--- src/rtl/yolo_write_defs.svh ---
`ifndef YOLO_WRITE_DEFS_SVH
`define YOLO_WRITE_DEFS_SVH

// processing stages fed by one descriptor stream
`define YW_NSTAGES 4

// external address and distance between stage bases
`define YW_IO_ADDR_W 32
`define YW_OFFSET_W 16

// internal buffer address, also the loop count width
// msb of the internal address is the ping-pong bank
`define YW_PIXEL_ADDR_W 10

// configuration register map
`define YW_CONF_ADDR_W 4

`define YW_CONF_EXT_ADDR 0
`define YW_CONF_OFFSET 1
// nonzero enables ping-pong
`define YW_CONF_EXT_ITER 2
`define YW_CONF_START 3
`define YW_CONF_ITER 4
`define YW_CONF_PER 5
`define YW_CONF_SHIFT 6
`define YW_CONF_INCR 7

`endif

--- src/rtl/yolo_write_pkg.sv ---
`include "yolo_write_defs.svh"

package yolo_write_pkg;

   // external memory address
   typedef logic [`YW_IO_ADDR_W-1:0] io_addr_t;

   // distance between two stage bases
   typedef logic [`YW_OFFSET_W-1:0] offset_t;

   // internal buffer address or loop count
   typedef logic [`YW_PIXEL_ADDR_W-1:0] pixel_addr_t;

   typedef logic [$clog2(`YW_NSTAGES)-1:0] stage_idx_t;

   typedef logic [`YW_CONF_ADDR_W-1:0] conf_addr_t;

   // descriptor sequencer
   typedef enum logic [2:0] {
      ST_IDLE,
      ST_CALC,
      ST_ISSUE,
      ST_WAIT_ACK_HIGH,
      ST_WAIT_ACK_LOW
   } write_state_t;

endpackage

--- src/rtl/write_addr_gen.sv ---
`timescale 1ns/10ps

module write_addr_gen import yolo_write_pkg::*; (
   input  logic        clk,
   input  logic        rst,
   input  logic        init,
   input  logic        step,
   input  pixel_addr_t start,
   input  pixel_addr_t iter,
   input  pixel_addr_t per,
   input  pixel_addr_t shift,
   input  pixel_addr_t incr,
   output pixel_addr_t addr,
   output logic        last,
   output logic        empty
);

   // inner runs over one period, outer over iterations
   pixel_addr_t k_cnt;
   pixel_addr_t j_cnt;
   pixel_addr_t per_base;
   logic        per_end;

   assign per_end = (k_cnt == per - 1'b1);

   always_ff @(posedge clk, posedge rst) begin
      if (rst) begin
         k_cnt <= '0;
         j_cnt <= '0;
      end else if (init) begin
         k_cnt <= '0;
         j_cnt <= '0;
      end else if (step) begin
         if (per_end) begin
            k_cnt <= '0;
            j_cnt <= j_cnt + 1'b1;
         end else begin
            k_cnt <= k_cnt + 1'b1;
         end
      end
   end

   // address path, wraps modulo the buffer size
   always_ff @(posedge clk) begin
      if (init) begin
         per_base <= start;
         addr     <= start;
      end else if (step) begin
         if (per_end) begin
            per_base <= per_base + shift;
            addr     <= per_base + shift;
         end else begin
            addr <= addr + incr;
         end
      end
   end

   assign last  = per_end && (j_cnt == iter - 1'b1);
   assign empty = (iter == '0) || (per == '0);

endmodule

--- config.mk ---
export PLATFORM = sky130hd
export DESIGN_NAME = write_addr_gen
export DESIGN_NICKNAME = d
export VERILOG_FILES = /design/src/rtl/yolo_write_pkg.sv /design/src/rtl/write_addr_gen.sv
export VERILOG_INCLUDE_DIRS = /design/src /design/src/rtl
export SDC_FILE = /design/constraint.sdc
export NUM_CORES = 1
export LEC_CHECK = 0
export BUFFER_PORTS_ARGS = -buffer_cell sky130_fd_sc_hd__buf_4
export CORE_ASPECT_RATIO = 1.5
export CORE_UTILIZATION = 50
export CTS_CLUSTER_DIAMETER = 80
export DETAILED_ROUTE_END_ITERATION = 6
export GPL_ROUTABILITY_DRIVEN = 0
export GPL_TIMING_DRIVEN = 0
export PLACE_DENSITY = 0.74
export SETUP_SLACK_MARGIN = 0.15
export SYNTH_ARGS = -nofsm -noshare
export SYNTH_HDL_FRONTEND = slang
export SYNTH_SLANG_ARGS = --single-unit
--- constraint.sdc ---
create_clock -name clk -period 8.6 [get_ports clk]
set_clock_uncertainty 0.2 [all_clocks]
set_input_delay 2.58 -clock clk [delete_from_list [all_inputs] [get_ports clk]]
set_output_delay 2.58 -clock clk [all_outputs]
set_load 0.02 [all_outputs]
==> impl_metrics.tcl <==
set metrics [dict create \
    status "complete, no violations" \
    drive_gt1_frac 0.1913 \
    cts_buffers 5 \
    tightest_slew_ns 0.7883 \
    vias 3124 \
    start_util 0.5230 \
    synth_compound_area_frac 0.1509 \
    start_kind "input pin" \
    fmax_mhz 131.2 \
    finalSetupViolations 0 \
    synth_cell_types 54 \
    grt.total_usage 0.2423 \
    drc_errors 0 \
    io_pins 66 \
    rows 36 \
    synth_xor_area_frac 0.1179 \
    die_width_um 69.49 \
    postSynth.asyncResetShare 0.5000 \
    synth_top_family_by_area "simple AND/OR/NAND/NOR gates" \
    crit_required_ns 5.82 \
    syn_area_per_cell_sq_um 8.804 \
    clock-sinks 40 \
    clk_latency_ns 0.31 \
    routedWlPerCell_um 15.47 \
    drtPass1Iterations 4 \
    endpoint "last" \
    netlist_instances 388 \
    fp.dieH_um 103.2 \
    grt_pass1_wl_um 13710 \
    final_nets 537 \
    postCtsSetupRepairBufs 0 \
    drv_cap 0 \
    synth_simple_gate_area_frac 0.2223 \
    power.total_uw 628.0 \
    synth-edff-count 20 \
    yosysTopAreaCellShare 0.1758 \
    core_area_sq_um 6531 \
    p_leak_uw 0.001715 \
    yosysWarnings 0 \
    rsz0062_at_grt "no" \
    die-area_sq_um 7173 \
    r2r-end "per_base[1]" \
    htreeDepth 2 \
    synthAdderAreaFrac 0.09231 \
    placed_area_sq_um 3991 \
    cts_tree "built" \
    antenna_found_initial 0 \
    area_growth_pct 19.49 \
    drt_wl_total_um 8294 \
    slew-limit-headroom 0.4739 \
    crit_arrival_ns 4.84 \
    cts.repair.resized 0 \
    clock-root-buffer "clkbuf_8" \
    p_per_area_nw_per_um2 153.9 \
    ir_drop_uv 54.93 \
    netlist_area_sq_um 3416 \
    critical_path_class "in -> out" \
    drt_first_iter_violations 135 \
    synth_flop_cell "edfxtp_1" \
    place_ws_ns 0.9430 \
    hpwl_um 6498 \
    synthMuxAreaShare 0.05824 \
    hold_slack_ns 0.3956 \
    fin_ws_ns 0.9792 \
    port_buffers 64 \
    maxSlewViolCount 0 \
    worstSetupStartpoint "per[0]" \
    n_antenna_cell 0 \
    clk_pin_slew_ns 0.08 \
    antenna_left 0 \
    viasPerCell 5.828 \
    yosys.area.top_type "edfxtp_1" \
    clk_path_buf_depth 2 \
    syn_nets 466 \
    grt_pass1_vias 3084 \
    synth-seq-cells 40 \
    crit_fanout 7 \
    num-fill-cells 598 \
    r2r-start "k_cnt[4]" \
    ctsHoldBuffers 0 \
    synth_area_leaders "edfxtp_1, dfrtp_1, ha_1, xnor2_1, xor2_1" \
    tns_ns 0 \
    rrSetupSlack_ns 5.46 \
    fin_area_sq_um 4081 \
    ys_seq_area_frac 0.3223 \
    critPathCaptureType "primary output" \
    synth_commonest_cells "nor2_1, nand2_1, xnor2_1, o21ai_0, ha_1" \
    grt_max_degree 21 \
    worst_hold_path_type "reg -> reg" \
    reg2regPathDepth 9 \
    timing.final.crit_share 0.8861 \
    fin_crit_ns 7.621 \
    finalHoldViolCount 0 \
    synth.most_common_cell "nor2_1" \
    grt_overflow_total 0 \
]
-- area by class of cell --
class | instances | area, sq um | area share
Timing Repair Buffer | 64 | 480.5 | 0.1177
Tap cell | 76 | 95.09 | 0.02330
Sequential cell | 40 | 1101 | 0.2698
Inverter | 13 | 48.80 | 0.01196
Multi-Input combinational cell | 317 | 2192 | 0.5371
Clock buffer | 8 | 90.09 | 0.02207
Buffer | 18 | 73.82 | 0.01809
-- routing by layer --
layer / part of all wire / GRT usage / wire, um / vias to the layer above
met5: 0 / 0 / 0 / -
met4: 0.015 / 0.08006 / 128 / 0
met3: 0.041 / 0.03585 / 338 / 12
met2: 0.54 / 0.4638 / 4490 / 73
met1: 0.40 / 0.2762 / 3338 / 1484
li1: - / - / - / 1555
-- critical path, cell delays in order --
cell	delay [ns]
buf_4	0.12
inv_1	0.05
ha_1	0.18
nor2b_1	0.13
clkbuf_1	0.28
nand2_1	0.12
or4_1	0.48
nand3_1	0.18
nand4_1	0.26
nor3_1	0.28
buf_4	0.18
-- flip-flops by register name, summed over array words and instances, names as in the netlist --
register  count
k_cnt        10
j_cnt        10
addr         10
per_base     10
-- layout by cell type (no fill, tap or decap), drive strengths merged, types with 10 or more instances in the layout --
cell type	netlist	routed
a21oi	20	20
clkbuf	14	22
mux2i	12	12
edfxtp	20	20
o21ai	23	23
nor2	37	37
buf	4	68
nand3	12	12
xnor2	25	25
dfrtp	20	20
ha	22	22
nor4	10	10
inv	13	13
xor2	21	21
nand2	32	32
-- kinds of logic (layout without fill, tap and decap cells) --
logic type                 after synthesis  in the layout
AOI/OAI and AO/OA                       80             80
xor gates and xnor gates                46             46
adders and majority gates               24             24
buffers and inverters                   31            103
DFF                                     40             40
muxes                                   19             19
and+or+nand+nor                        148            148
-- power by group --
| group | internal [uW] | leakage, uW | total [uW] | switching (uW) |
|---|---|---|---|---|
| combinational | 118 | 0.00119 | 253 | 135 |
| sequential | 228 | 0.000480 | 240 | 11.5 |
| clock | 65.5 | 0.0000455 | 135 | 69.8 |
| total | 412 | 0.00172 | 628 | 216 |
-- metrics by stage --
| stage | std cells | utilization |
|---|---|---|
| 2_1_floorplan | 388 | - |
| 3_3_place_gp | 528 | 0.6111 |
| 3_5_place_dp | 528 | 0.6111 |
| 4_1_cts | 536 | 0.6249 |
| 5_1_grt | 536 | 0.6249 |
| 6_report | 536 | 0.6249 |
-- worst min path at each step --
| stage | startpoint | endpoint | slack, ns | depth (start not counted) |
|---|---|---|---|---|
| finish | k_cnt[9] | k_cnt[9] | 0.40 | 2 |
| global route | k_cnt[9] | k_cnt[9] | 0.40 | 2 |
| CTS | k_cnt[9] | k_cnt[9] | 0.39 | 2 |
| detailed placement | j_cnt[9] | j_cnt[9] | 0.38 | 2 |
| global placement | k_cnt[9] | k_cnt[9] | 0.35 | 2 |
| floorplan | j_cnt[9] | j_cnt[9] | 0.33 | 2 |
Note: power is estimated with default switching activity, not from simulation.
