<file path="src/rtl/yolo_write_defs.svh">
`ifndef YOLO_WRITE_DEFS_SVH
`define YOLO_WRITE_DEFS_SVH

// processing stages fed by one descriptor stream
`define YW_NSTAGES 4

// external address and distance between stage bases
`define YW_IO_ADDR_W 32
`define YW_OFFSET_W 16

// internal buffer address, also the loop count width
// msb of the internal address is the ping-pong bank
`define YW_PIXEL_ADDR_W 10

// configuration register map
`define YW_CONF_ADDR_W 4

`define YW_CONF_EXT_ADDR 0
`define YW_CONF_OFFSET 1
// nonzero enables ping-pong
`define YW_CONF_EXT_ITER 2
`define YW_CONF_START 3
`define YW_CONF_ITER 4
`define YW_CONF_PER 5
`define YW_CONF_SHIFT 6
`define YW_CONF_INCR 7

`endif

</file>
<file path="src/rtl/yolo_write_pkg.sv">
`include "yolo_write_defs.svh"

package yolo_write_pkg;

   // external memory address
   typedef logic [`YW_IO_ADDR_W-1:0] io_addr_t;

   // distance between two stage bases
   typedef logic [`YW_OFFSET_W-1:0] offset_t;

   // internal buffer address or loop count
   typedef logic [`YW_PIXEL_ADDR_W-1:0] pixel_addr_t;

   typedef logic [$clog2(`YW_NSTAGES)-1:0] stage_idx_t;

   typedef logic [`YW_CONF_ADDR_W-1:0] conf_addr_t;

   // descriptor sequencer
   typedef enum logic [2:0] {
      ST_IDLE,
      ST_CALC,
      ST_ISSUE,
      ST_WAIT_ACK_HIGH,
      ST_WAIT_ACK_LOW
   } write_state_t;

endpackage

</file>
<file path="src/rtl/write_ctrl.sv">
`timescale 1ns/10ps

`include "yolo_write_defs.svh"

module write_ctrl import yolo_write_pkg::*; (
   input  logic       clk,
   input  logic       rst,
   input  logic       run,
   input  logic       stages_valid,
   input  logic       gen_last,
   input  logic       gen_empty,
   input  logic       ack,
   output logic       load,
   output logic       start_calc,
   output logic       gen_init,
   output logic       gen_step,
   output stage_idx_t stage,
   output logic       req,
   output logic       done
);

   write_state_t state;
   logic         init_pulse;
   logic         last_stage;

   assign last_stage = (stage == stage_idx_t'(`YW_NSTAGES - 1));

   // run only counts while idle
   assign load = run && (state == ST_IDLE);
   assign done = (state == ST_IDLE);

   // shadow values are valid one cycle after load
   assign start_calc = init_pulse;
   assign gen_init   = init_pulse;

   // next address once all stages saw the current one
   assign gen_step = (state == ST_WAIT_ACK_LOW) && !ack && last_stage && !gen_last;

   always_ff @(posedge clk, posedge rst) begin
      if (rst) begin
         state      <= ST_IDLE;
         init_pulse <= 1'b0;
         stage      <= '0;
         req        <= 1'b0;
      end else begin
         init_pulse <= load;
         case (state)
            ST_IDLE: begin
               if (load) begin
                  stage <= '0;
                  state <= ST_CALC;
               end
            end
            ST_CALC: begin
               // stale valid from the last run is ignored
               if (stages_valid && !init_pulse) begin
                  state <= gen_empty ? ST_IDLE : ST_ISSUE;
               end
            end
            ST_ISSUE: begin
               req   <= 1'b1;
               state <= ST_WAIT_ACK_HIGH;
            end
            ST_WAIT_ACK_HIGH: begin
               if (ack) begin
                  req   <= 1'b0;
                  state <= ST_WAIT_ACK_LOW;
               end
            end
            ST_WAIT_ACK_LOW: begin
               if (!ack) begin
                  if (!last_stage) begin
                     stage <= stage + 1'b1;
                     state <= ST_ISSUE;
                  end else if (gen_last) begin
                     state <= ST_IDLE;
                  end else begin
                     stage <= '0;
                     state <= ST_ISSUE;
                  end
               end
            end
            default: begin
               state <= ST_IDLE;
            end
         endcase
      end
   end

endmodule

</file>
<file path="config.mk">
export PLATFORM = sky130hd
export DESIGN_NAME = write_ctrl
export DESIGN_NICKNAME = d
export VERILOG_FILES = /design/src/rtl/yolo_write_pkg.sv /design/src/rtl/write_ctrl.sv
export VERILOG_INCLUDE_DIRS = /design/src /design/src/rtl
export SDC_FILE = /design/constraint.sdc
export NUM_CORES = 1
export LEC_CHECK = 0
export BUFFER_PORTS_ARGS = -buffer_cell sky130_fd_sc_hd__clkbuf_2
export CAP_MARGIN = 20
export CORE_MARGIN = 2
export CORE_UTILIZATION = 35
export CTS_CLUSTER_SIZE = 20
export DETAILED_ROUTE_END_ITERATION = 10
export GPL_TIMING_DRIVEN = 0
export PLACE_DENSITY = 0.68
export SYNTH_ARGS = -nofsm -noshare
export SYNTH_HDL_FRONTEND = slang
export SYNTH_SLANG_ARGS = --single-unit
</file>
<file path="constraint.sdc">
create_clock -name clk -period 2.19 [get_ports clk]
set_clock_uncertainty 0.1 [all_clocks]
set_input_delay 0.219 -clock clk [delete_from_list [all_inputs] [get_ports clk]]
set_output_delay 0.219 -clock clk [all_outputs]
set_load 0.005 [all_outputs]
</file>
==> key figures, run 1 <==
Setup path
  • Reg2reg path depth: 4
  • Crit-path cells: buf_6 > nor4b_4 > clkbuf_2
  • Req. time, crit path: 1.87 ns
  • Critical-path top delay cell: dfrtp_1
  • Slowest stage delay, CP: 0.43 ns
  • Worst Setup End Kind: output port
  • Reg2Reg Setup Slack: 0.71 ns
  • Startpoint types: flop
  • R2r startpoint: state[1]
  • Critical path peak fanout: 10
  • Critical path data arrival time: 1.34 ns
  • Worst setup path class: reg -> out
  • RR Endpoint: stage[0]

Die
  • Die height: 41.2 µm
  • Num rows: 13
  • Die area: 0.00170 mm²
  • Initial Util: 37.2%
  • Die width: 41.2 µm
  • Top Ports: 15
  • Core area: 0.00130 mm²

Pwr
  • Net Sw Power: 0.000244 W
  • Switching Share: 36.6%
  • Internal power: 0.000423 W
  • Max IR drop VDD: 0.000572 V
  • Sequential Power Share: 32.2%
  • Pleak: 0.300 nW
  • Clock power frac: 17.2%
  • Combinational power share: 50.6%
  • Pwr dens: 1100 mW/mm²

Clocking
  • Clk_lat worst skew: 0.25 ns
  • Bufs on Longest Clock Path: 2
  • Postcts setup bufs: 0
  • TritonCTS clock tree: yes
  • Clock slew at reported path FFs: 0.05 ns
  • Clock Sinks: 7
  • Total CTS buffers: 3
  • Root Driver: clkbuf_4
  • H-Tree Depth: 1

Timing
  • Slew margin rel.: 69.3%
  • Final period util: 75.8%
  • Final Hold Viols: 0
  • Unrepaired setup endpoints after global routing: no
  • Setup TNS: 0 ns
  • Worst Tran Pin Value: 0.455 ns
  • Setup violators final: 0
  • Post-route minimum period: 1.66 ns
  • Fmax: 603 MHz
  • Final Max Tran Viols: 0

Cells and area
  • Final core occ: 46.8%
  • Share of cells above drive strength 1: 42.2%
  • Nets: 73
  • Commonest non-fill, non-tap cell in the layout: clkbuf_2
  • Commonest non-fill, non-tap cells in the layout: clkbuf_2, dfrtp_1
  • Area grow syn2layout: 25.8%
  • N_diodes: 0

Place
  • Routability cong.: 0.729
  • Post-DP HPWL: 767 µm
  • Port-buffer cells: 14

Worst hold path
  • Hold Path Origin: run
  • Min-Delay Endpoint: gen_init
  • Hold Path Class: in -> reg
  • Hold path depth: 2

GRT
  • First-pass GRT wire length: 1480 µm
  • GRT Total Usage: 13.5%
  • Vias in the first global route: 338
  • Largest net degree at the start of global routing: 11
  • Initial antenna violation count: 0
  • Total global routing overflow: 0

Logic synthesis
  • Area share of fa/ha/maj cells after synthesis: 2.58%
  • Combinational family with the most area after synthesis: simple AND/OR/NAND/NOR gates
  • Synth top area share: 36.2%
  • Sequential area share after synthesis: 36.2%
  • Largest area contributor in the netlist: dfrtp_1
  • Largest cells by area after synthesis: dfrtp_1, nor4b_4, buf_6
  • Syn Area/Cell: 10.8 µm²
  • Synth cell types: 27
  • Post-synth EDFFs: 0
  • Mux cell area share after synthesis: 0%
  • Async S/R FF share, synth: 100%
  • Synth Register Bits: 7
  • Post-synthesis compound-gate area fraction: 19.4%
  • Synth Area in Simple Gates: 31.8%
  • Top_reg_cell synth: dfrtp_1
  • Synthesized area: 484 µm²
  • Syn_nets: 53
  • Xor/xnor cell area share of the yosys netlist: 0%
  • YS warnings: 0
  • Syn Inst Count: 45

Flow run
  • Max-Cap Viols: 0

Routing
  • Residual DRC: 0
  • Vias: 402
  • Via/cell ratio: 5.09
  • First-pass DRT Iterations: 4
  • DR iter-0 viols: 15
  • Drt total wl: 961 µm
  • Antenna Nets Post-Route: 0
  • Post-DR wirelength/cell: 12.2 µm

Status
  • Status: finished clean
## Yosys cell counts, types with 2 or more instances
cell type,number
dfrtp_1,7
inv_1,3
nand2_1,3
nor2_1,3
a211o_1,2
buf_4,2
buf_6,2
nor3b_1,2
nor4b_4,2
or2b_2,2
## worst max-delay path by stage
stage / endpoint / startpoint / slack, ns
after floorplan: stage[0] / state[1] / 0.81
final: load / state[1] / 0.53
after CTS: load / state[1] / 0.51
after global placement: state[0] / state[1] / 0.69
after detailed placement: stage[0] / state[1] / 0.70
after global routing: gen_step / state[1] / 0.45
## registers in the layout (all words and copies together), names as in the netlist
| name | cells |
|---|---|
| gen_init | 1 |
| req | 1 |
| stage | 2 |
| state | 3 |
## layer usage
metal | vias to the layer above | track usage (%) | wire (µm)
met5 | - | 0 | 0
met4 | 0 | 4.84 | 0
met3 | 0 | 3.26 | 51
met2 | 11 | 19.9 | 458
met1 | 190 | 19.0 | 451
li1 | 201 | - | -
## final cells by class
| cell class | count | area, µm² |
|---|---|---|
| plain buffers | 4 | 37.5 |
| well taps | 15 | 18.8 |
| fillers | 135 | 692 |
| inverters | 3 | 11.3 |
| clock buffers | 4 | 26.3 |
| multi-input cells | 31 | 260 |
| repair buffers | 15 | 80.1 |
| flip-flops and latches | 7 | 175 |
## cell families after synthesis
family,after synthesis
buffers and inverters,7
adder cells (fa/ha/maj),1
AO/OA/AOI/OAI,11
AND/OR/NAND/NOR,19
flip-flops,7
## timing repair
action / 4_1_cts / 5_1_grt
endpoints found under the setup margin: 0 / 0
endpoints found under the hold margin: 7 / 0
hold buffers: 1 / 0
resized for setup: 0 / 0
## power by group through the flow
stage | sequential, W | clock, W | combinational [W]
after detailed placement | 0.000218 | 0 | 0.000338
after CTS | 0.000216 | 0.000118 | 0.000342
final | 0.000215 | 0.000115 | 0.000338
after global placement | 0.000217 | 0 | 0.000336
after global routing | 0.000223 | 0.000127 | 0.000377
after floorplan | 0.000215 | 0 | 0.000244
## stage by stage
stage	power (W)	instances	cell area, µm²	hold WS [ns]	setup WS (ns)
floorplan	0.000459	45	484	-0.0776	0.807
global placement	0.000553	74	573	0.0304	0.688
detailed placement	0.000556	74	573	0.0396	0.702
CTS	0.000675	79	609	0.148	0.510
global route	0.000727	79	609	0.146	0.448
finish	0.000667	79	609	0.154	0.531
## critical path, delay by kind of cell, from the launching register on
family / cells / cell delay [ns]
buf+inv: 2 / 0.34
flops: 1 / 0.43
simple gates: 1 / 0.33
Note: power is estimated with default switching activity, not from simulation.
==> inputs of run 2 (changes only) <==
Settings changed: ABC_AREA from default to 1, CORE_AREA from default to 2 2 39 41, CORE_MARGIN 2 to default, CORE_UTILIZATION 35 to default, DIE_AREA from default to 0 0 41 43, PLACE_DENSITY 0.68 to 0.65.
Clock period 2.19 ns to 1.7 ns, I/O delays scaled along.
==> run 2 against run 1 <==
Against the previous run:
- combinational power shrank 8.6%
- worst setup slack lost 0.41 ns
- via count grew 1.5%
- power grew 13%
- first-iteration DRC count shrank 53%
- register-to-register slack lost 0.28 ns
- sequential power grew 38%
- highest routed layer is now met4
- cell count grew 15%
- hold slack lost 0.055 ns
==> key figures, run 2 <==
Place
  • Port-buffer cells: 14
  • Post-DP HPWL: 686 µm
  • Routability cong.: 0.745
  • Placed cell area: 512 µm²

Die
  • Core area: 0.00138 mm²
  • Die height: 43 µm
  • Die area: 0.00176 mm²
  • Die width: 41 µm
  • Top Ports: 15
  • Num rows: 14
  • Initial Util: 30.5%

Clocking
  • Postcts setup bufs: 0
  • TritonCTS clock tree: yes
  • Clock Sinks: 7
  • Total CTS buffers: 3
  • H-Tree Depth: 1
  • Clk_lat worst skew: 0.25 ns
  • Clock slew at reported path FFs: 0.05 ns
  • Root Driver: clkbuf_4
  • Bufs on Longest Clock Path: 2

Routing
  • Drt total wl: 832 µm
  • Residual DRC: 0
  • First-pass DRT Iterations: 4
  • Post-DR wirelength/cell: 9.14 µm
  • Antenna Nets Post-Route: 0
  • DR iter-0 viols: 7
  • Via/cell ratio: 4.48
  • Vias: 408

Timing
  • Final period util: 92.9%
  • Unrepaired setup endpoints after global routing: no
  • Setup violators final: 0
  • Final Hold Viols: 0
  • Slew margin rel.: 79.2%
  • Worst Tran Pin Value: 0.312 ns
  • Fmax: 633 MHz
  • Post-route minimum period: 1.58 ns
  • Setup TNS: 0 ns
  • Final Max Tran Viols: 0

Cells and area
  • Finished Cell Area: 554 µm²
  • Commonest non-fill, non-tap cell in the layout: clkbuf_2
  • Nets: 84
  • Fillers: 154
  • N_diodes: 0
  • Max FFs per register: 3
  • Largest registers: state x3, stage x2
  • Share of cells above drive strength 1: 33.3%
  • Commonest non-fill, non-tap cells in the layout: clkbuf_2, nand2_1, nand3_1, inv_1, dfrtp_1
  • Biggest register: state
  • Area grow syn2layout: 31.5%

Pwr
  • Max IR drop VDD: 0.000558 V
  • Pleak: 0.321 nW
  • Pwr dens: 1370 mW/mm²

Setup path
  • Req. time, crit path: 1.43 ns
  • Worst path bufs/invs: 1
  • Critical-path top delay cell: dfrtp_1
  • Reg2Reg Setup Slack: 0.43 ns
  • Worst setup path class: reg -> out
  • Worst Setup End Kind: output port
  • Startpoint types: flop
  • Critical path peak fanout: 6
  • Critical path data arrival time: 1.31 ns
  • Crit path max-delay family: flip-flops
  • Slowest stage delay, CP: 0.48 ns
  • Crit-path cells: nor3b_4 > nand3_1 > nor2_1 > clkbuf_2

Logic synthesis
  • Synthesized area: 422 µm²
  • Async S/R FF share, synth: 100%
  • Post-synth top cells: nand2_1, nand3_1, inv_1, dfrtp_1, nor2_1
  • YS warnings: 0
  • Syn_nets: 64
  • Largest area contributor in the netlist: dfrtp_1
  • Post-synth EDFFs: 0
  • Synth top area share: 41.5%
  • Synth cell types: 16
  • Syn Inst Count: 56
  • Top_reg_cell synth: dfrtp_1
  • Count leader, synth: nand2_1
  • Syn Area/Cell: 7.53 µm²
  • Largest cells by area after synthesis: dfrtp_1, nand3_1, nand2_1
  • Sequential area share after synthesis: 41.5%
  • Synth Register Bits: 7

GRT
  • First-pass GRT wire length: 1250 µm
  • Initial antenna violation count: 0
  • GRT Total Usage: 11.3%
  • Total global routing overflow: 0
  • Largest net degree at the start of global routing: 8
  • Vias in the first global route: 327

Flow run
  • Max-Cap Viols: 0

Status
  • Status: finished clean

Worst hold path
  • Hold Path Class: in -> reg
-- run 2: cell count changes after synthesis, moves of 2 or more --
cell     change
buf_6        -2
nor2_2       +3
nor4b_4      -2
nor3b_1      -2
inv_1        +5
nand3_1      +9
nor2_1       +2
o21ai_1      +2
nand2_1      +9
a211o_1      -2
or2b_2       -2
-- run 2: what timing repair did --
action                                 4_1_cts  5_1_grt
setup endpoints to repair                    0        1
hold buffers                                 1        0
gates resized for setup                      0        1
endpoints found under the hold margin        7        0
-- run 2: final timing paths --
path,end,start,cells past startpoint
setup / recovery,gen_step,state[1],4
hold / removal,state[2],ack,3
setup reg to reg,stage[1],stage[0],6
hold reg to reg,req,req,2
max in group asynchronous,state[0],rst,3
min in group asynchronous,stage[0],rst,3
-- run 2: cell families after synthesis --
group                    share of synthesized area, %
flip-flops                                       41.5
AO/OA/AOI/OAI                                    4.16
AND/OR/NAND/NOR                                  41.5
adder cells (fa/ha/maj)                          2.97
buffers and inverters                            9.79
-- run 2: final cells by class --
class / instances / area (µm²) / area share, %
Multi-Input combinational cell: 39 / 211 / 38.1
Timing Repair Buffer: 15 / 80.1 / 14.4
Inverter: 9 / 33.8 / 6.09
Clock buffer: 4 / 26.3 / 4.74
Sequential cell: 7 / 175 / 31.6
Tap cell: 16 / 20.0 / 3.61
Buffer: 1 / 7.51 / 1.35
-- run 2: through the flow --
step                      power, W  worst slack (ns)  instances  util (%)  hold WS (ns)
after global placement    0.000594             0.386         86      37.0       0.00283
after CTS                 0.000761             0.103         91      39.6        0.0997
after global routing      0.000831            0.0113         91      40.1         0.125
after floorplan           0.000496             0.515         56         -        -0.127
after detailed placement  0.000603             0.387         86      37.0       0.00225
final                     0.000757             0.121         91      40.1        0.0991
-- run 2: worst register-to-register path, stage by stage, from the launching register on --
cell,delay (ns)
dfrtp_1,0.40
ha_1,0.24
nand2_1,0.09
nand4_1,0.14
nand2_1,0.12
nand3_1,0.07
nand2_1,0.06
-- run 2: power by group --
| part | switching [W] | leakage, nW | total [W] | internal [W] |
|---|---|---|---|---|
| Clock | 0.0000625 | 0.0150 | 0.000152 | 0.0000896 |
| Sequential | 0.0000788 | 0.0899 | 0.000296 | 0.000217 |
| Combinational | 0.000169 | 0.216 | 0.000309 | 0.000140 |
| Total | 0.000311 | 0.321 | 0.000757 | 0.000446 |
-- run 2: metal layers --
metal	track usage [%]	wire length [µm]
met1	14.5	403
met5	0	0
met4	10.0	24
met2	13.8	379
met3	4.71	24
==> inputs of run 3 (changes only) <==
Clock period 1.7 ns to 1.5 ns, I/O delays scaled along.
==> run 3 against run 2 <==
Against the previous run:
- global-route usage up 0.30 points
- worst setup slack worse by 0.088 ns
- cell area up 9.9%
- die area unchanged
- cell count up 7.7%
- register-to-register slack worse by 0.19 ns
- routed wire length up 9.5%
- clock power up 13%
- combinational power up 47%
- count of clock-buffer cells in the layout unchanged
- via count up 6.4%
==> key figures, run 3 (synthesis gave the netlist of run 2 again) <==
Pwr
  • Internal power: 0.000585 W
  • Sequential Power Share: 34.7%
  • Pwr dens: 1570 mW/mm²
  • Clock power frac: 18.0%
  • Switching Share: 38.8%
  • Net Sw Power: 0.000371 W
  • Final Power: 0.000957 W
  • Pleak: 0.352 nW
  • Combinational power share: 47.4%
  • Max IR drop VDD: 0.000618 V

Die
  • Core area: 0.00138 mm²
  • Die width: 41 µm
  • Top Ports: 15
  • Die area: 0.00176 mm²
  • Die height: 43 µm
  • Num rows: 14
  • Initial Util: 30.5%

Place
  • Routability cong.: 0.745
  • Placed cell area: 512 µm²
  • Post-DP HPWL: 686 µm
  • Port-buffer cells: 14

Clocking
  • Clk_lat worst skew: 0.25 ns
  • Root Driver: clkbuf_4
  • Clock slew at reported path FFs: 0.05 ns
  • H-Tree Depth: 1
  • Total CTS buffers: 3
  • TritonCTS clock tree: yes
  • Clock Sinks: 7
  • Bufs on Longest Clock Path: 2

Cells and area
  • Final core occ: 44.0%
  • Fillers: 150
  • Nets: 91
  • Commonest non-fill, non-tap cells in the layout: clkbuf_2, nand2_1, nand3_1, inv_1, buf_4
  • Biggest register: state
  • Commonest non-fill, non-tap cell in the layout: clkbuf_2
  • Share of cells above drive strength 1: 42.7%
  • Largest registers: state x3, stage x2
  • N_diodes: 0
  • Max FFs per register: 3
  • Area grow syn2layout: 44.5%
  • Finished Cell Area: 609 µm²

Timing
  • Final hold slack: 0.0761 ns
  • Final Hold Viols: 0
  • Final Max Tran Viols: 0
  • Setup violators final: 0
  • Unrepaired setup endpoints after global routing: yes
  • Post-route minimum period: 1.47 ns
  • Final period util: 97.8%
  • Slew margin rel.: 80.8%
  • Fmax: 682 MHz
  • Worst Tran Pin Value: 0.288 ns

Worst hold path
  • Hold Path Class: in -> reg
  • Min-Delay Endpoint: state[2]
  • Hold Path Origin: ack
  • Hold path depth: 3

Setup path
  • Worst Setup End Kind: output port
  • Crit path max-delay family: flip-flops
  • Worst path bufs/invs: 1
  • Critical path peak fanout: 7
  • RR Endpoint: stage[1]
  • Slowest stage delay, CP: 0.45 ns
  • R2r startpoint: stage[0]
  • Reg2Reg Setup Slack: 0.24 ns
  • Crit-path cells: nor3b_2 > nand3_1 > nor2_1 > clkbuf_2
  • Reg2reg path depth: 6
  • Critical path data arrival time: 1.22 ns
  • Req. time, crit path: 1.25 ns
  • Critical-path top delay cell: dfrtp_2
  • Worst setup path class: reg -> out
  • Startpoint types: flop

GRT
  • First-pass GRT wire length: 1280 µm
  • Met1 Usage GRT: 14.8%
  • Met3 usage: 4.71%
  • GRT Max-Usage Layer: met1
  • GRT Total Usage: 11.6%
  • Total global routing overflow: 0
  • GR Layer Usage met2: 14.4%
  • Vias in the first global route: 339
  • Largest net degree at the start of global routing: 8
  • Initial antenna violation count: 0

Routing
  • Via/cell ratio: 4.43
  • Vias: 434
  • Drt total wl: 911 µm
  • Antenna Nets Post-Route: 0
  • DR iter-0 viols: 9
  • First-pass DRT Iterations: 4
  • Post-DR wirelength/cell: 9.30 µm
  • Residual DRC: 0

Status
  • Status: finished clean

Flow run
  • Max-Cap Viols: 0
## run 3: cell count changes in the layout (fill, tap and decap cells not counted), sizes merged
cell	delta
buf	+7
## run 3: layout make-up
type	count	area, µm²	share of cell area (%)
Buffer	1	7.51	1.23
Clock buffer	4	26.3	4.31
Inverter	9	33.8	5.54
Multi-Input combinational cell	39	210	34.5
Sequential cell	7	179	29.4
Tap cell	16	20.0	3.29
Timing Repair Buffer	22	133	21.8
## run 3: worst min-delay path, stage by stage
cell and delay, ns:
clkbuf_2 0.09, nand3_1 0.09, o21ai_1 0.06
## run 3: worst max path at each step
stage,from,endpoint,slack [ns],cells after the start
finish,state[2],gen_step,0.03,4
floorplan,stage[0],stage[0],0.32,6
detailed placement,state[1],gen_step,0.21,4
global placement,state[1],gen_step,0.21,4
global route,state[2],gen_step,-0.06,4
CTS,state[0],load,0.007,4
## run 3: per-stage QoR
stage / TNS [ns] / cells / setup WS (ns)
after floorplan: 0 / 56 / 0.315
after global placement: 0 / 86 / 0.206
after detailed placement: 0 / 86 / 0.207
after CTS: 0 / 92 / 0.00722
after global routing: -0.0595 / 98 / -0.0595
final: 0 / 98 / 0.0335
## run 3: repair_timing
action	CTS	global route
setup buffers	1	6
endpoints found under the setup margin	2	3
pin swaps	1	2
gates resized for setup	1	3
hold endpoints to repair	7	0
hold buffers	1	0
## run 3: power groups by stage
stage	sequential, W	combinational (W)	clock, W
floorplan	0.000317	0.000245	0
global placement	0.000327	0.000346	0
detailed placement	0.000331	0.000352	0
CTS	0.000330	0.000360	0.000179
global route	0.000341	0.000512	0.000187
finish	0.000332	0.000453	0.000172
## run 3: routing by layer
metal / up-vias / wire (µm)
met2: 11 / 440
met4: 0 / 24
met3: 3 / 28
met5: - / 0
met1: 191 / 417
li1: 229 / -
