--- config.mk ---
export PLATFORM = sky130hd
export DESIGN_NAME = stage_addr_calc
export DESIGN_NICKNAME = d
export VERILOG_FILES = /design/src/rtl/yolo_write_pkg.sv /design/src/rtl/stage_addr_calc.sv
export VERILOG_INCLUDE_DIRS = /design/src /design/src/rtl
export SDC_FILE = /design/constraint.sdc
export NUM_CORES = 1
export LEC_CHECK = 0
export BUFFER_PORTS_ARGS = -buffer_cell sky130_fd_sc_hd__buf_2
export CORE_MARGIN = 3
export CORE_UTILIZATION = 55
export CTS_CLUSTER_SIZE = 12
export DETAILED_ROUTE_END_ITERATION = 10
export PLACE_DENSITY = 0.85
export SLEW_MARGIN = 0
export SYNTH_ARGS = -nofsm -noshare
export SYNTH_HDL_FRONTEND = slang
export SYNTH_SLANG_ARGS = --single-unit
--- constraint.sdc ---
create_clock -name clk -period 4 [get_ports clk]
set_clock_uncertainty 0.1 [all_clocks]
set_input_delay 0.2 -clock clk [delete_from_list [all_inputs] [get_ports clk]]
set_output_delay 0.2 -clock clk [all_outputs]
set_load 0.05 [all_outputs]
--- src/rtl/yolo_write_defs.svh ---
`ifndef YOLO_WRITE_DEFS_SVH
`define YOLO_WRITE_DEFS_SVH

// processing stages fed by one descriptor stream
`define YW_NSTAGES 4

// external address and distance between stage bases
`define YW_IO_ADDR_W 32
`define YW_OFFSET_W 16

// internal buffer address, also the loop count width
// msb of the internal address is the ping-pong bank
`define YW_PIXEL_ADDR_W 10

// configuration register map
`define YW_CONF_ADDR_W 4

`define YW_CONF_EXT_ADDR 0
`define YW_CONF_OFFSET 1
// nonzero enables ping-pong
`define YW_CONF_EXT_ITER 2
`define YW_CONF_START 3
`define YW_CONF_ITER 4
`define YW_CONF_PER 5
`define YW_CONF_SHIFT 6
`define YW_CONF_INCR 7

`endif

--- src/rtl/yolo_write_pkg.sv ---
`include "yolo_write_defs.svh"

package yolo_write_pkg;

   // external memory address
   typedef logic [`YW_IO_ADDR_W-1:0] io_addr_t;

   // distance between two stage bases
   typedef logic [`YW_OFFSET_W-1:0] offset_t;

   // internal buffer address or loop count
   typedef logic [`YW_PIXEL_ADDR_W-1:0] pixel_addr_t;

   typedef logic [$clog2(`YW_NSTAGES)-1:0] stage_idx_t;

   typedef logic [`YW_CONF_ADDR_W-1:0] conf_addr_t;

   // descriptor sequencer
   typedef enum logic [2:0] {
      ST_IDLE,
      ST_CALC,
      ST_ISSUE,
      ST_WAIT_ACK_HIGH,
      ST_WAIT_ACK_LOW
   } write_state_t;

endpackage

--- src/rtl/stage_addr_calc.sv ---
`timescale 1ns/10ps

`include "yolo_write_defs.svh"

module stage_addr_calc import yolo_write_pkg::*; (
   input  logic       clk,
   input  logic       rst,
   input  logic       start_calc,
   input  io_addr_t   ext_base,
   input  offset_t    offset,
   input  stage_idx_t stage,
   output io_addr_t   stage_addr,
   output logic       stages_valid
);

   io_addr_t   base_tbl [`YW_NSTAGES];
   io_addr_t   acc;
   io_addr_t   sum;
   stage_idx_t idx;
   logic       busy;

   // single adder, seeded from the base on start
   assign sum = (start_calc ? ext_base : acc) + io_addr_t'(offset);

   always_ff @(posedge clk, posedge rst) begin
      if (rst) begin
         idx          <= '0;
         busy         <= 1'b0;
         stages_valid <= 1'b0;
      end else if (start_calc) begin
         idx          <= stage_idx_t'(2);
         busy         <= 1'b1;
         stages_valid <= 1'b0;
      end else if (busy) begin
         idx <= idx + 1'b1;
         if (idx == stage_idx_t'(`YW_NSTAGES - 1)) begin
            busy         <= 1'b0;
            stages_valid <= 1'b1;
         end
      end
   end

   // stage 0 and 1 land together on start
   always_ff @(posedge clk) begin
      if (start_calc) begin
         base_tbl[0] <= ext_base;
         base_tbl[1] <= sum;
         acc         <= sum;
      end else if (busy) begin
         base_tbl[idx] <= sum;
         acc           <= sum;
      end
   end

   assign stage_addr = base_tbl[stage];

endmodule

==> flow_summary.yaml, run 1 <==
status:
  status: "complete, no violations"
sta:
  fin_crit_sh_pct: 82.0
  report.final.slew_viol_count: 0
  worst_slew_pin_slew_ns: 0.921
  tns_ns: 0
  whs_ns: 0.0106
  finalSetupViolations: 0
  rsz0062_at_grt: "false"
  fin_ws_ns: 0.720
  max_slew_margin_pct: 38.6
  period_needed_ns: 3.28
  finalHoldViolCount: 0
  max_freq_mhz: 305
global_route:
  antenna_found_initial: 0
  track_usage_pct: 21.9
  grt_pass1_wl_um: 26700
  grt-ovfl-total: 0
  grt_pass1_vias: 4966
  grt_max_degree: 47
clock_network:
  clk_path_buf_depth: 2
  insertion_delay_ns: 0.42
  cts_max_level: 4
  postCtsResizedCells: 0
  root_buffer: "clkbuf_16"
  clock-sinks: 164
  clk_pin_slew_worst_paths_ns: 0.06
  cts_made_buffers: 17
  cts_tree: "built"
place:
  dpl.hpwl_um: 11000
  finalWeightedCongestion: 0.845
  dpl_worst_slack_ns: 0.342
  port_buffers: 85
worst_setup_path:
  critical-path-top-delay-family: "compound AO/OA/AOI/OAI gates"
  critPathMaxFanout: 6
  slowest_stage: "fa_1"
  critPathLaunchType: "flip-flop"
  critical_path.max_stage_delay_ns: 0.42
  worst-path-buf-inv: 1
  crit_chain: "mux2_2, ha_1, fa_1, a21o_1, a221oi_2, buf_4, o41ai_2, o211ai_2, a211oi_2, xnor2_1, mux2_2"
  critical_path_class: "flip-flop to flip-flop"
  crit_required_ns: 4.07
  cpMostUsedCell: "mux2_2"
  cp-end-kind: "flip-flop"
  ff2ff_setup_slack_ns: 0.72
  cp_data_arrival_time_ns: 3.35
synthesis:
  synth-edff-count: 160
  synth_compound_area_share_pct: 8.50
  netlist_area_mm2: 0.00790
  synthArstFlopShare_pct: 2.44
  synth.distinct_cells: 49
  avgSynthCellArea_um2: 16.0
  synth_top_family_by_area: "multiplexers"
  synthSimpleGateAreaFrac_pct: 4.59
  synthMuxAreaShare_pct: 15.0
  synth-xor-area-share_pct: 4.88
  synth-adder-area-share_pct: 3.42
  ys_seq_area_share_pct: 62.1
  synth-seq-cells: 164
  syn-instance-count: 494
  synth_warnings: 0
  ys.flop_type: "edfxtp_1"
  postSynthNetCount: 568
drt:
  drt_first_pass_iters: 5
  routed_wl_um: 16700
  drt_iter0_drc: 496
  ant_nets: 0
  drc: 0
  post_drt_wl_per_cell_um: 21.2
  vias: 4830
  via_per_inst: 6.13
final_layout:
  diodes: 0
  synthToLayoutAreaGrowth_pct: 15.5
  fin_nets: 669
  drive_above_1_share_pct: 33.2
  n_fill_cell: 976
floorplan:
  dieArea_mm2: 0.0158
  rows: 43
  die_y_um: 126
  die_w_um: 126
  core_mm2: 0.0140
  pin_count: 86
  initial_utilization_pct: 56.5
hold_path:
  hp-class: "input port to flip-flop"
power_and_ir_drop:
  ir_worst_vdd_v: 0.000360
  p_per_area_mw_per_mm2: 656
  leakage_nw: 3.36
flow_run:
  drv_cap: 0
## state kept, by name, summed over array words and instances, names as in the netlist
register / count
base_tbl: 128
acc: 32
idx: 2
busy: 1
stages_valid: 1
## synth_stat cells (2+ instances only)
master       n  area (µm²)
a2111oi_4    2        55.1
a211oi_2     2        25.0
a21o_1      10        75.1
a21oi_1     22         110
a221o_1      2        20.0
a31oi_1      3        18.8
a32o_1       2        20.0
a32oi_1      8        70.1
and2_1       4        25.0
and3_1       5        31.3
buf_1        8        30.0
buf_2        6        30.0
clkbuf_1     5        18.8
dfrtp_1      4         100
edfxtp_1   160        4800
ha_1        20         250
inv_1       10        37.5
mux2_2      34         383
mux2i_1      8        80.1
mux4_2      32         721
nand2_1     29         109
nand3_1      5        25.0
nand4_1      3        18.8
nor2_1      10        37.5
nor2b_1      9        56.3
o2111ai_1    2        17.5
o211ai_1     2        15.0
o21ai_0     21         105
o21ai_1      2        10.0
o21bai_1     2        15.0
or2_2        2        12.5
xnor2_1     21         184
xor2_1      23         201
## report_power, final
| part | internal, W | switching (W) |
|---|---|---|
| clock network | 0.000782 | 0.000637 |
| logic | 0.000606 | 0.00119 |
| registers | 0.00261 | 0.000159 |
## what timing repair did
action | 4_1_cts | 5_1_grt
hold endpoints to repair | 10 | 0
buffers inserted | 0 | 0
hold buffers | 7 | 0
## cell families (layout without fill, tap and decap cells)
logic type | after synthesis | count (layout)
compound gates | 89 | 89
xor+xnor | 44 | 44
fa+ha+maj | 21 | 21
buf+inv | 30 | 144
flops | 164 | 164
mux | 74 | 74
simple gates | 72 | 72
## worst register-to-register path: cells and delay by family (launching register included)
kind | cells | cell delay (ns)
xor gates and xnor gates | 1 | 0.21
muxes | 2 | 0.56
buffers and inverters | 1 | 0.18
DFF | 1 | 0.36
AOI/OAI and AO/OA | 5 | 1.02
adders and majority gates | 2 | 0.63
## final timing paths
check / startpoint / endpoint / cells after the start
max reg2reg: acc[0] / base_tbl[0][26] / 11
min in group asynchronous: rst / idx[0] / 3
max in group asynchronous: rst / stages_valid / 3
min: ext_base[15] / base_tbl[0][15] / 2
max: acc[0] / base_tbl[0][26] / 11
min reg2reg: stages_valid / stages_valid / 1
## cell usage in the layout (no fill, tap or decap), types with 3 or more instances in the layout
master / instances
edfxtp_1: 160
buf_2: 85
mux2_2: 34
mux4_2: 32
nand2_1: 29
xor2_1: 23
a21oi_1: 22
o21ai_0: 21
xnor2_1: 21
ha_1: 20
clkbuf_16: 17
inv_1: 10
nor2_1: 10
a21o_1: 10
buf_4: 10
nor2b_1: 9
mux2i_1: 8
a32oi_1: 8
dlygate4sd3_1: 7
nand3_1: 5
and3_1: 5
and2_1: 4
dfrtp_1: 4
clkinvlp_4: 4
clkinv_1: 4
clkinv_2: 4
a31oi_1: 3
nand4_1: 3
## area by class of cell
| cell class | instances | area [µm²] | area share (%) |
|---|---|---|---|
| clock buffer | 17 | 425 | 4.66 |
| clock inverter | 15 | 91.3 | 1.00 |
| inverter | 10 | 37.5 | 0.411 |
| multi-input combinational | 300 | 2870 | 31.5 |
| sequential | 164 | 4900 | 53.7 |
| tap | 180 | 225 | 2.47 |
| timing repair buffer | 102 | 571 | 6.25 |
## metrics by stage
step / std cells / cell area [µm²] / utilization, % / power, W
after floorplan: 494 / 7900 / - / 0.00411
after global routing: 788 / 9130 / 65.3 / 0.00627
final: 788 / 9130 / 65.3 / 0.00599
after global placement: 749 / 8540 / 61.1 / 0.00448
after detailed placement: 749 / 8540 / 61.1 / 0.00458
after CTS: 788 / 9130 / 65.3 / 0.00601
## routing by layer
metal	vias up	wire length, µm	part of all wire, %	global-route usage (%)
met5	-	0	0	0
met3	35	1210	7.2	4.54
met1	2392	6590	39	28.8
met2	233	8610	51	36.6
met4	0	314	1.9	7.63
li1	2170	-	-	-
No activity file was read; power rests on OpenSTA's default activity.
==> inputs of run 2 (changes only) <==
--- a/config.mk
+++ b/config.mk
@@ -6,6 +6,7 @@
 export SDC_FILE = /design/constraint.sdc
 export NUM_CORES = 1
 export LEC_CHECK = 0
+export ABC_AREA = 1
 export BUFFER_PORTS_ARGS = -buffer_cell sky130_fd_sc_hd__buf_2
 export CORE_MARGIN = 3
 export CORE_UTILIZATION = 55
==> constraint.sdc (replaced) <==
create_clock -name clk -period 3.2 [get_ports clk]
set_clock_uncertainty 0.1 [all_clocks]
set_input_delay 0.16 -clock clk [delete_from_list [all_inputs] [get_ports clk]]
set_output_delay 0.16 -clock clk [all_outputs]
set_load 0.05 [all_outputs]
==> run 2 against run 1 <==
Fmax up 23%. First-iteration DRC count increased by 17%. Via count increased by 40%. Cell area increased by 8.2%. Global-route usage is 5.1 points higher. Register-to-register slack worse by 0.19 ns. Synthesized cell count grew 83%. Critical path depth grew 2. Final cell count is 54% higher. Sequential power increased by 14%. Clock power up 48%. Highest routed layer unchanged.
==> flow_summary.yaml, run 2 <==
status:
  status: "complete, no violations"
worst_setup_path:
  slowest_stage: "fa_1"
  cp-end-kind: "flip-flop"
  critical_path.max_stage_delay_ns: 0.40
  crit_required_ns: 3.40
  critPathLaunchType: "flip-flop"
  critPathMaxFanout: 5
  critical-path-top-delay-family: "simple AND/OR/NAND/NOR gates"
  cpMostUsedCell: "nand2_1"
  reg2reg_to: "base_tbl[0][16]"
  r2r_cells: 13
  cp_data_arrival_time_ns: 2.87
  critical_path_class: "flip-flop to flip-flop"
  r2r-start: "acc[0]"
  ff2ff_setup_slack_ns: 0.53
  worst-path-buf-inv: 0
  crit_chain: "nand2_1, o21ai_0, ha_1, fa_1, nand2_1, nand3_1, nand2_1, o21ai_0, nand2_1, nand2_1, xor2_1, nand2_1, nand2_1"
final_layout:
  top_regs: "base_tbl x128, acc x32, idx x2"
  fin_nets: 1089
  layout_commonest_cell: "nand2_1"
  diodes: 0
  largest_register: "base_tbl"
  design_area_mm2: 0.00987
  drive_above_1_share_pct: 14.7
  final_cell_mix: "nand2_1 (270), edfxtp_1 (160), o21ai_0 (101), nor2_1 (96), buf_2 (85)"
  n_fill_cell: 1120
  largest_reg_flops: 128
  synthToLayoutAreaGrowth_pct: 17.9
synthesis:
  synthArstFlopShare_pct: 2.44
  synthTopCellsByCount: "nand2_1 (270), edfxtp_1 (160), o21ai_0 (101)"
  avgSynthCellArea_um2: 9.26
  postSynthNetCount: 979
  yosysMostFrequentCell: "nand2_1"
  ys.flop_type: "edfxtp_1"
  ys_seq_area_share_pct: 58.6
  synth_warnings: 0
  yosysTopAreaCell: "edfxtp_1"
  synth_top_area_share_pct: 57.4
  netlist_area_mm2: 0.00838
  synth-edff-count: 160
  synth.distinct_cells: 32
  synth_area_leaders: "edfxtp_1 (57%), nand2_1 (12%), o21ai_0 (6.0%)"
  syn-instance-count: 905
  synth-seq-cells: 164
place:
  dpl.hpwl_um: 15000
  port_buffers: 85
  place_area_mm2: 0.00906
  finalWeightedCongestion: 1.00
drt:
  routed_wl_um: 21600
  ant_nets: 0
  via_per_inst: 5.57
  vias: 6746
  post_drt_wl_per_cell_um: 17.8
  drt_first_pass_iters: 5
  drc: 0
  drt_iter0_drc: 578
clock_network:
  cts_setup_buffers: 0
  clk_path_buf_depth: 2
  root_buffer: "clkbuf_16"
  postCtsResizedCells: 0
  cts_made_buffers: 17
  cts_tree: "built"
  insertion_delay_ns: 0.43
  clock-sinks: 164
  cts_max_level: 4
  clk_pin_slew_worst_paths_ns: 0.07
  holdBufCountCts: 21
global_route:
  grtUsageMet3_pct: 4.99
  antenna_found_initial: 0
  grt_pass1_vias: 6517
  use_met1_pct: 37.6
  grt_pass1_wl_um: 34100
  met2_usage_pct: 43.1
  grt.busiest_layer: "met2"
  grt_max_degree: 65
  grt-ovfl-total: 0
  track_usage_pct: 27.0
hold_path:
  holdPathEnd: "base_tbl[0][13]"
  whs_path_depth: 3
  hp-start: "ext_base[13]"
  hp-class: "input port to flip-flop"
power_and_ir_drop:
  ir_worst_vdd_v: 0.000416
  p_sw_share_pct: 32.5
  intPower_w: 0.00478
  p_comb_share_pct: 25.4
  p_per_area_mw_per_mm2: 716
  leakage_nw: 4.26
  switching_power_w: 0.00230
  pwr-share-seq_pct: 44.9
  pwr-share-clk_pct: 29.7
sta:
  max_freq_mhz: 374
  tns_ns: 0
  max_slew_margin_pct: 46.1
  fin_crit_sh_pct: 83.5
  finalSetupViolations: 0
  report.final.slew_viol_count: 0
  period_needed_ns: 2.67
  rsz0062_at_grt: "false"
  finalHoldViolCount: 0
  worst_slew_pin_slew_ns: 0.808
floorplan:
  rows: 44
  die_y_um: 129
  pin_count: 86
  initial_utilization_pct: 57.0
  core_mm2: 0.0147
  dieArea_mm2: 0.0167
  die_w_um: 129
flow_run:
  drv_cap: 0
[run 2: changes by cell type in the layout (fill, tap and decap cells not counted), sizes merged, moves of 12 or more]
cell / previous run / this run
and2: 4 / 16
dlygate4sd3: 7 / 21
inv: 12 / 88
mux2: 34 / 0
mux4: 32 / 0
nand2: 29 / 276
nand3: 5 / 28
nor2: 10 / 102
o21ai: 23 / 104
o22ai: 0 / 32
xnor2: 21 / 2
[run 2: logic make-up (layout without fill, tap and decap cells)]
| logic type | Yosys count | in the layout | share of synthesized area, % |
|---|---|---|---|
| and+or+nand+nor | 441 | 441 | 21.9 |
| DFF | 164 | 164 | 58.6 |
| AOI/OAI and AO/OA | 148 | 148 | 9.40 |
| buffers and inverters | 117 | 240 | 5.51 |
| adders and majority gates | 21 | 21 | 3.23 |
| xor gates and xnor gates | 14 | 14 | 1.46 |
[run 2: layer usage]
layer  part of all wire [%]  vias to the layer above
met5                      0                        -
met4                    2.2                        0
met3                    7.9                       42
met2                     48                      294
met1                     42                     3151
li1                       -                     3259
[run 2: cell type report]
cell class | instances | area [µm²] | share of cell area, %
clock buffer | 18 | 429 | 4.35
clock inverter | 14 | 175 | 1.77
inverter | 85 | 319 | 3.23
multi-input combinational | 624 | 3020 | 30.5
sequential | 164 | 4900 | 49.7
tap | 184 | 230 | 2.33
timing repair buffer | 123 | 801 | 8.11
[run 2: worst max-delay path by stage]
stage	to	cells past startpoint	startpoint
global route	base_tbl[0][16]	13	acc[0]
global placement	base_tbl[3][12]	11	start_calc
detailed placement	base_tbl[0][16]	14	start_calc
floorplan	base_tbl[2][0]	4	idx[0]
finish	base_tbl[0][16]	13	acc[0]
CTS	base_tbl[0][16]	13	acc[0]
[run 2: metrics by stage]
stage          util (%)  hold WS [ns]  setup slack, ns  total power (W)  cells
3_5_place_dp       61.6       -0.0569            0.403          0.00497   1159
5_1_grt            67.2        0.0379            0.266          0.00740   1212
4_1_cts            67.2       0.00628            0.571          0.00708   1212
6_report           67.2        0.0194            0.526          0.00707   1212
3_3_place_gp       61.6       -0.0633            0.457          0.00491   1159
2_1_floorplan         -        -0.174            0.663          0.00441    905
[run 2: power by group through the flow]
stage	clock network [W]	registers [W]	logic [W]
after CTS	0.00211	0.00317	0.00179
after detailed placement	0	0.00321	0.00176
final	0.00210	0.00317	0.00180
after global placement	0	0.00320	0.00171
after floorplan	0	0.00319	0.00123
after global routing	0.00221	0.00321	0.00199
[run 2: worst min-delay path, delay by kind of cell]
family | cells | cell delay (ns)
AOI/OAI and AO/OA | 1 | 0.15
buffers and inverters | 2 | 0.14
==> inputs of run 3 (changes only) <==
--- a/config.mk
+++ b/config.mk
@@ -6,7 +6,7 @@
 export SDC_FILE = /design/constraint.sdc
 export NUM_CORES = 1
 export LEC_CHECK = 0
-export ABC_AREA = 1
+export ABC_AREA = 0
 export BUFFER_PORTS_ARGS = -buffer_cell sky130_fd_sc_hd__buf_2
 export CORE_MARGIN = 3
 export CORE_UTILIZATION = 55
==> constraint.sdc (replaced) <==
create_clock -name clk -period 2.6 [get_ports clk]
set_clock_uncertainty 0.1 [all_clocks]
set_input_delay 0.13 -clock clk [delete_from_list [all_inputs] [get_ports clk]]
set_output_delay 0.13 -clock clk [all_outputs]
set_load 0.05 [all_outputs]
==> run 3 against run 2 <==
The flow now finishes with violations (negative setup slack). Cell area up 8.2%. Non-clock buffer count up 74. Worst setup slack worse by 1.1 ns. Critical path depth down 2. Sequential power up 35%. Power up 54%. Critical path type unchanged. Routed wire length down 0.35%. Final cell count down 27%. Clock-buffer cell count up 2. Global-route usage down 0.95 points. Hold slack better by 0.0061 ns.
==> flow_summary.yaml, run 3 (synthesized netlist as in run 1, its figures left out) <==
clock_network:
  insertion_delay_ns: 0.44
  cts_tree: "built"
  root_buffer: "clkbuf_16"
  clk_pin_slew_worst_paths_ns: 0.06
  cts_max_level: 4
  cts_made_buffers: 17
  clk_path_buf_depth: 2
  clock-sinks: 164
worst_setup_path:
  slowest_stage: "edfxtp_1"
  cpMostUsedCell: "mux2_4"
  critical_path.max_stage_delay_ns: 0.37
  crit_required_ns: 2.68
  r2r-start: "acc[0]"
  crit_chain: "mux2_4, ha_4, fa_2, a21o_1, a221oi_4, buf_4, buf_6, o221ai_2, a21oi_2, xnor2_1, mux2_4"
  critPathLaunchType: "flip-flop"
  cp_data_arrival_time_ns: 3.23
  r2r_cells: 11
  critical_path_class: "flip-flop to flip-flop"
  critPathMaxFanout: 4
  reg2reg_to: "base_tbl[0][12]"
  cp-end-kind: "flip-flop"
  ff2ff_setup_slack_ns: -0.55
final_layout:
  fin_nets: 764
  n_fill_cell: 724
  synthToLayoutAreaGrowth_pct: 35.2
  diodes: 0
  largest_reg_flops: 128
  top_regs: "base_tbl x128, acc x32, idx x2"
  fin_util_pct: 76.4
  design_area_mm2: 0.0107
  largest_register: "base_tbl"
  drive_above_1_share_pct: 46.2
  final_cell_mix: "edfxtp_1 (160), buf_2 (84), buf_4 (65), dlygate4sd3_1 (34), mux4_2 (32)"
  layout_commonest_cell: "edfxtp_1"
power_and_ir_drop:
  pwr-share-seq_pct: 39.4
  p_comb_share_pct: 37.8
  switching_power_w: 0.00366
  leakage_nw: 4.04
  ir_worst_vdd_v: 0.000588
  intPower_w: 0.00723
  p_sw_share_pct: 33.6
  p_per_area_mw_per_mm2: 1020
  power_w: 0.0109
  pwr-share-clk_pct: 22.8
drt:
  routed_wl_um: 21500
  drc: 0
  vias: 5576
  drt_first_pass_iters: 6
  ant_nets: 0
  via_per_inst: 6.32
  post_drt_wl_per_cell_um: 24.4
  drt_iter0_drc: 640
sta:
  rsz0062_at_grt: "true"
  max_freq_mhz: 318
  fin_crit_sh_pct: 121
  tns_ns: -42.39
  worst_slew_pin_slew_ns: 0.515
  report.final.slew_viol_count: 0
  period_needed_ns: 3.15
  max_slew_margin_pct: 65.7
  fin_ws_ns: -0.547
  finalHoldViolCount: 0
  finalSetupViolations: 130
global_route:
  grt_max_degree: 48
  grt_pass1_wl_um: 31400
  grt_pass1_vias: 5831
  track_usage_pct: 26.1
  antenna_found_initial: 0
  grt-ovfl-total: 0
place:
  dpl.hpwl_um: 11900
  place_area_mm2: 0.00919
  finalWeightedCongestion: 0.838
  dpl_worst_slack_ns: -0.665
  port_buffers: 85
floorplan:
  dieArea_mm2: 0.0158
  initial_utilization_pct: 56.5
  rows: 43
  pin_count: 86
  core_mm2: 0.0140
  die_w_um: 126
  die_y_um: 126
hold_path:
  hp-class: "input port to async pin"
status:
  status: "complete, but fails checks"
  violations: "negative setup slack"
flow_run:
  drv_cap: 0
[run 3: final cells by class]
type	instances	area [µm²]	area share [%]
clock buffer	20	437	4.09
clock inverter	11	136	1.28
inverter	10	37.5	0.351
multi-input combinational	300	3500	32.7
sequential	164	4900	45.9
tap	180	225	2.11
timing repair buffer	197	1450	13.5
[run 3: power groups by stage]
stage	clock (W)	sequential, W	combinational, W
after detailed placement	0	0.00430	0.00339
after global routing	0.00261	0.00436	0.00433
after global placement	0	0.00424	0.00325
after floorplan	0	0.00423	0.00224
final	0.00248	0.00429	0.00412
after CTS	0.00249	0.00426	0.00373
[run 3: critical path: cells and delay by family (launching register included)]
family	cells	cell delay, ns
multiplexers	2	0.57
flip-flops	1	0.37
XOR/XNOR	1	0.14
adder cells (fa/ha/maj)	2	0.50
AO/OA/AOI/OAI	4	0.89
buffers and inverters	2	0.32
[run 3: worst max-delay path by stage]
stage	startpoint	slack (ns)	endpoint	cells after the start
2_1_floorplan	start_calc	-0.65	base_tbl[0][26]	14
3_3_place_gp	start_calc	-0.58	base_tbl[0][29]	10
3_5_place_dp	start_calc	-0.67	base_tbl[0][30]	11
4_1_cts	acc[0]	-0.39	base_tbl[0][26]	10
5_1_grt	acc[0]	-0.61	base_tbl[0][12]	11
6_report	acc[0]	-0.55	base_tbl[0][12]	11
[run 3: through the flow]
step           hold WS (ns)  instances
2_1_floorplan        -0.204        494
3_3_place_gp        -0.0966        803
3_5_place_dp        -0.0847        803
4_1_cts             0.00199        874
5_1_grt              0.0362        882
6_report             0.0255        882
[run 3: what timing repair did]
action,in CTS,in global routing
pin swaps,16,15
setup endpoints to repair,118,127
endpoints found under the hold margin,40,0
resized for setup,46,36
buffers inserted,6,9
hold buffers,34,0
[run 3: per-layer routing]
metal / global-route usage (%) / share of wire, % / wire length (µm) / vias up
met3: 4.66 / 7.6 / 1640 / 73
met1: 33.1 / 37 / 7870 / 2804
met5: 0 / 0 / 0 / -
met4: 10.9 / 3.7 / 799 / 0
li1: - / - / - / 2342
met2: 44.6 / 52 / 11200 / 357
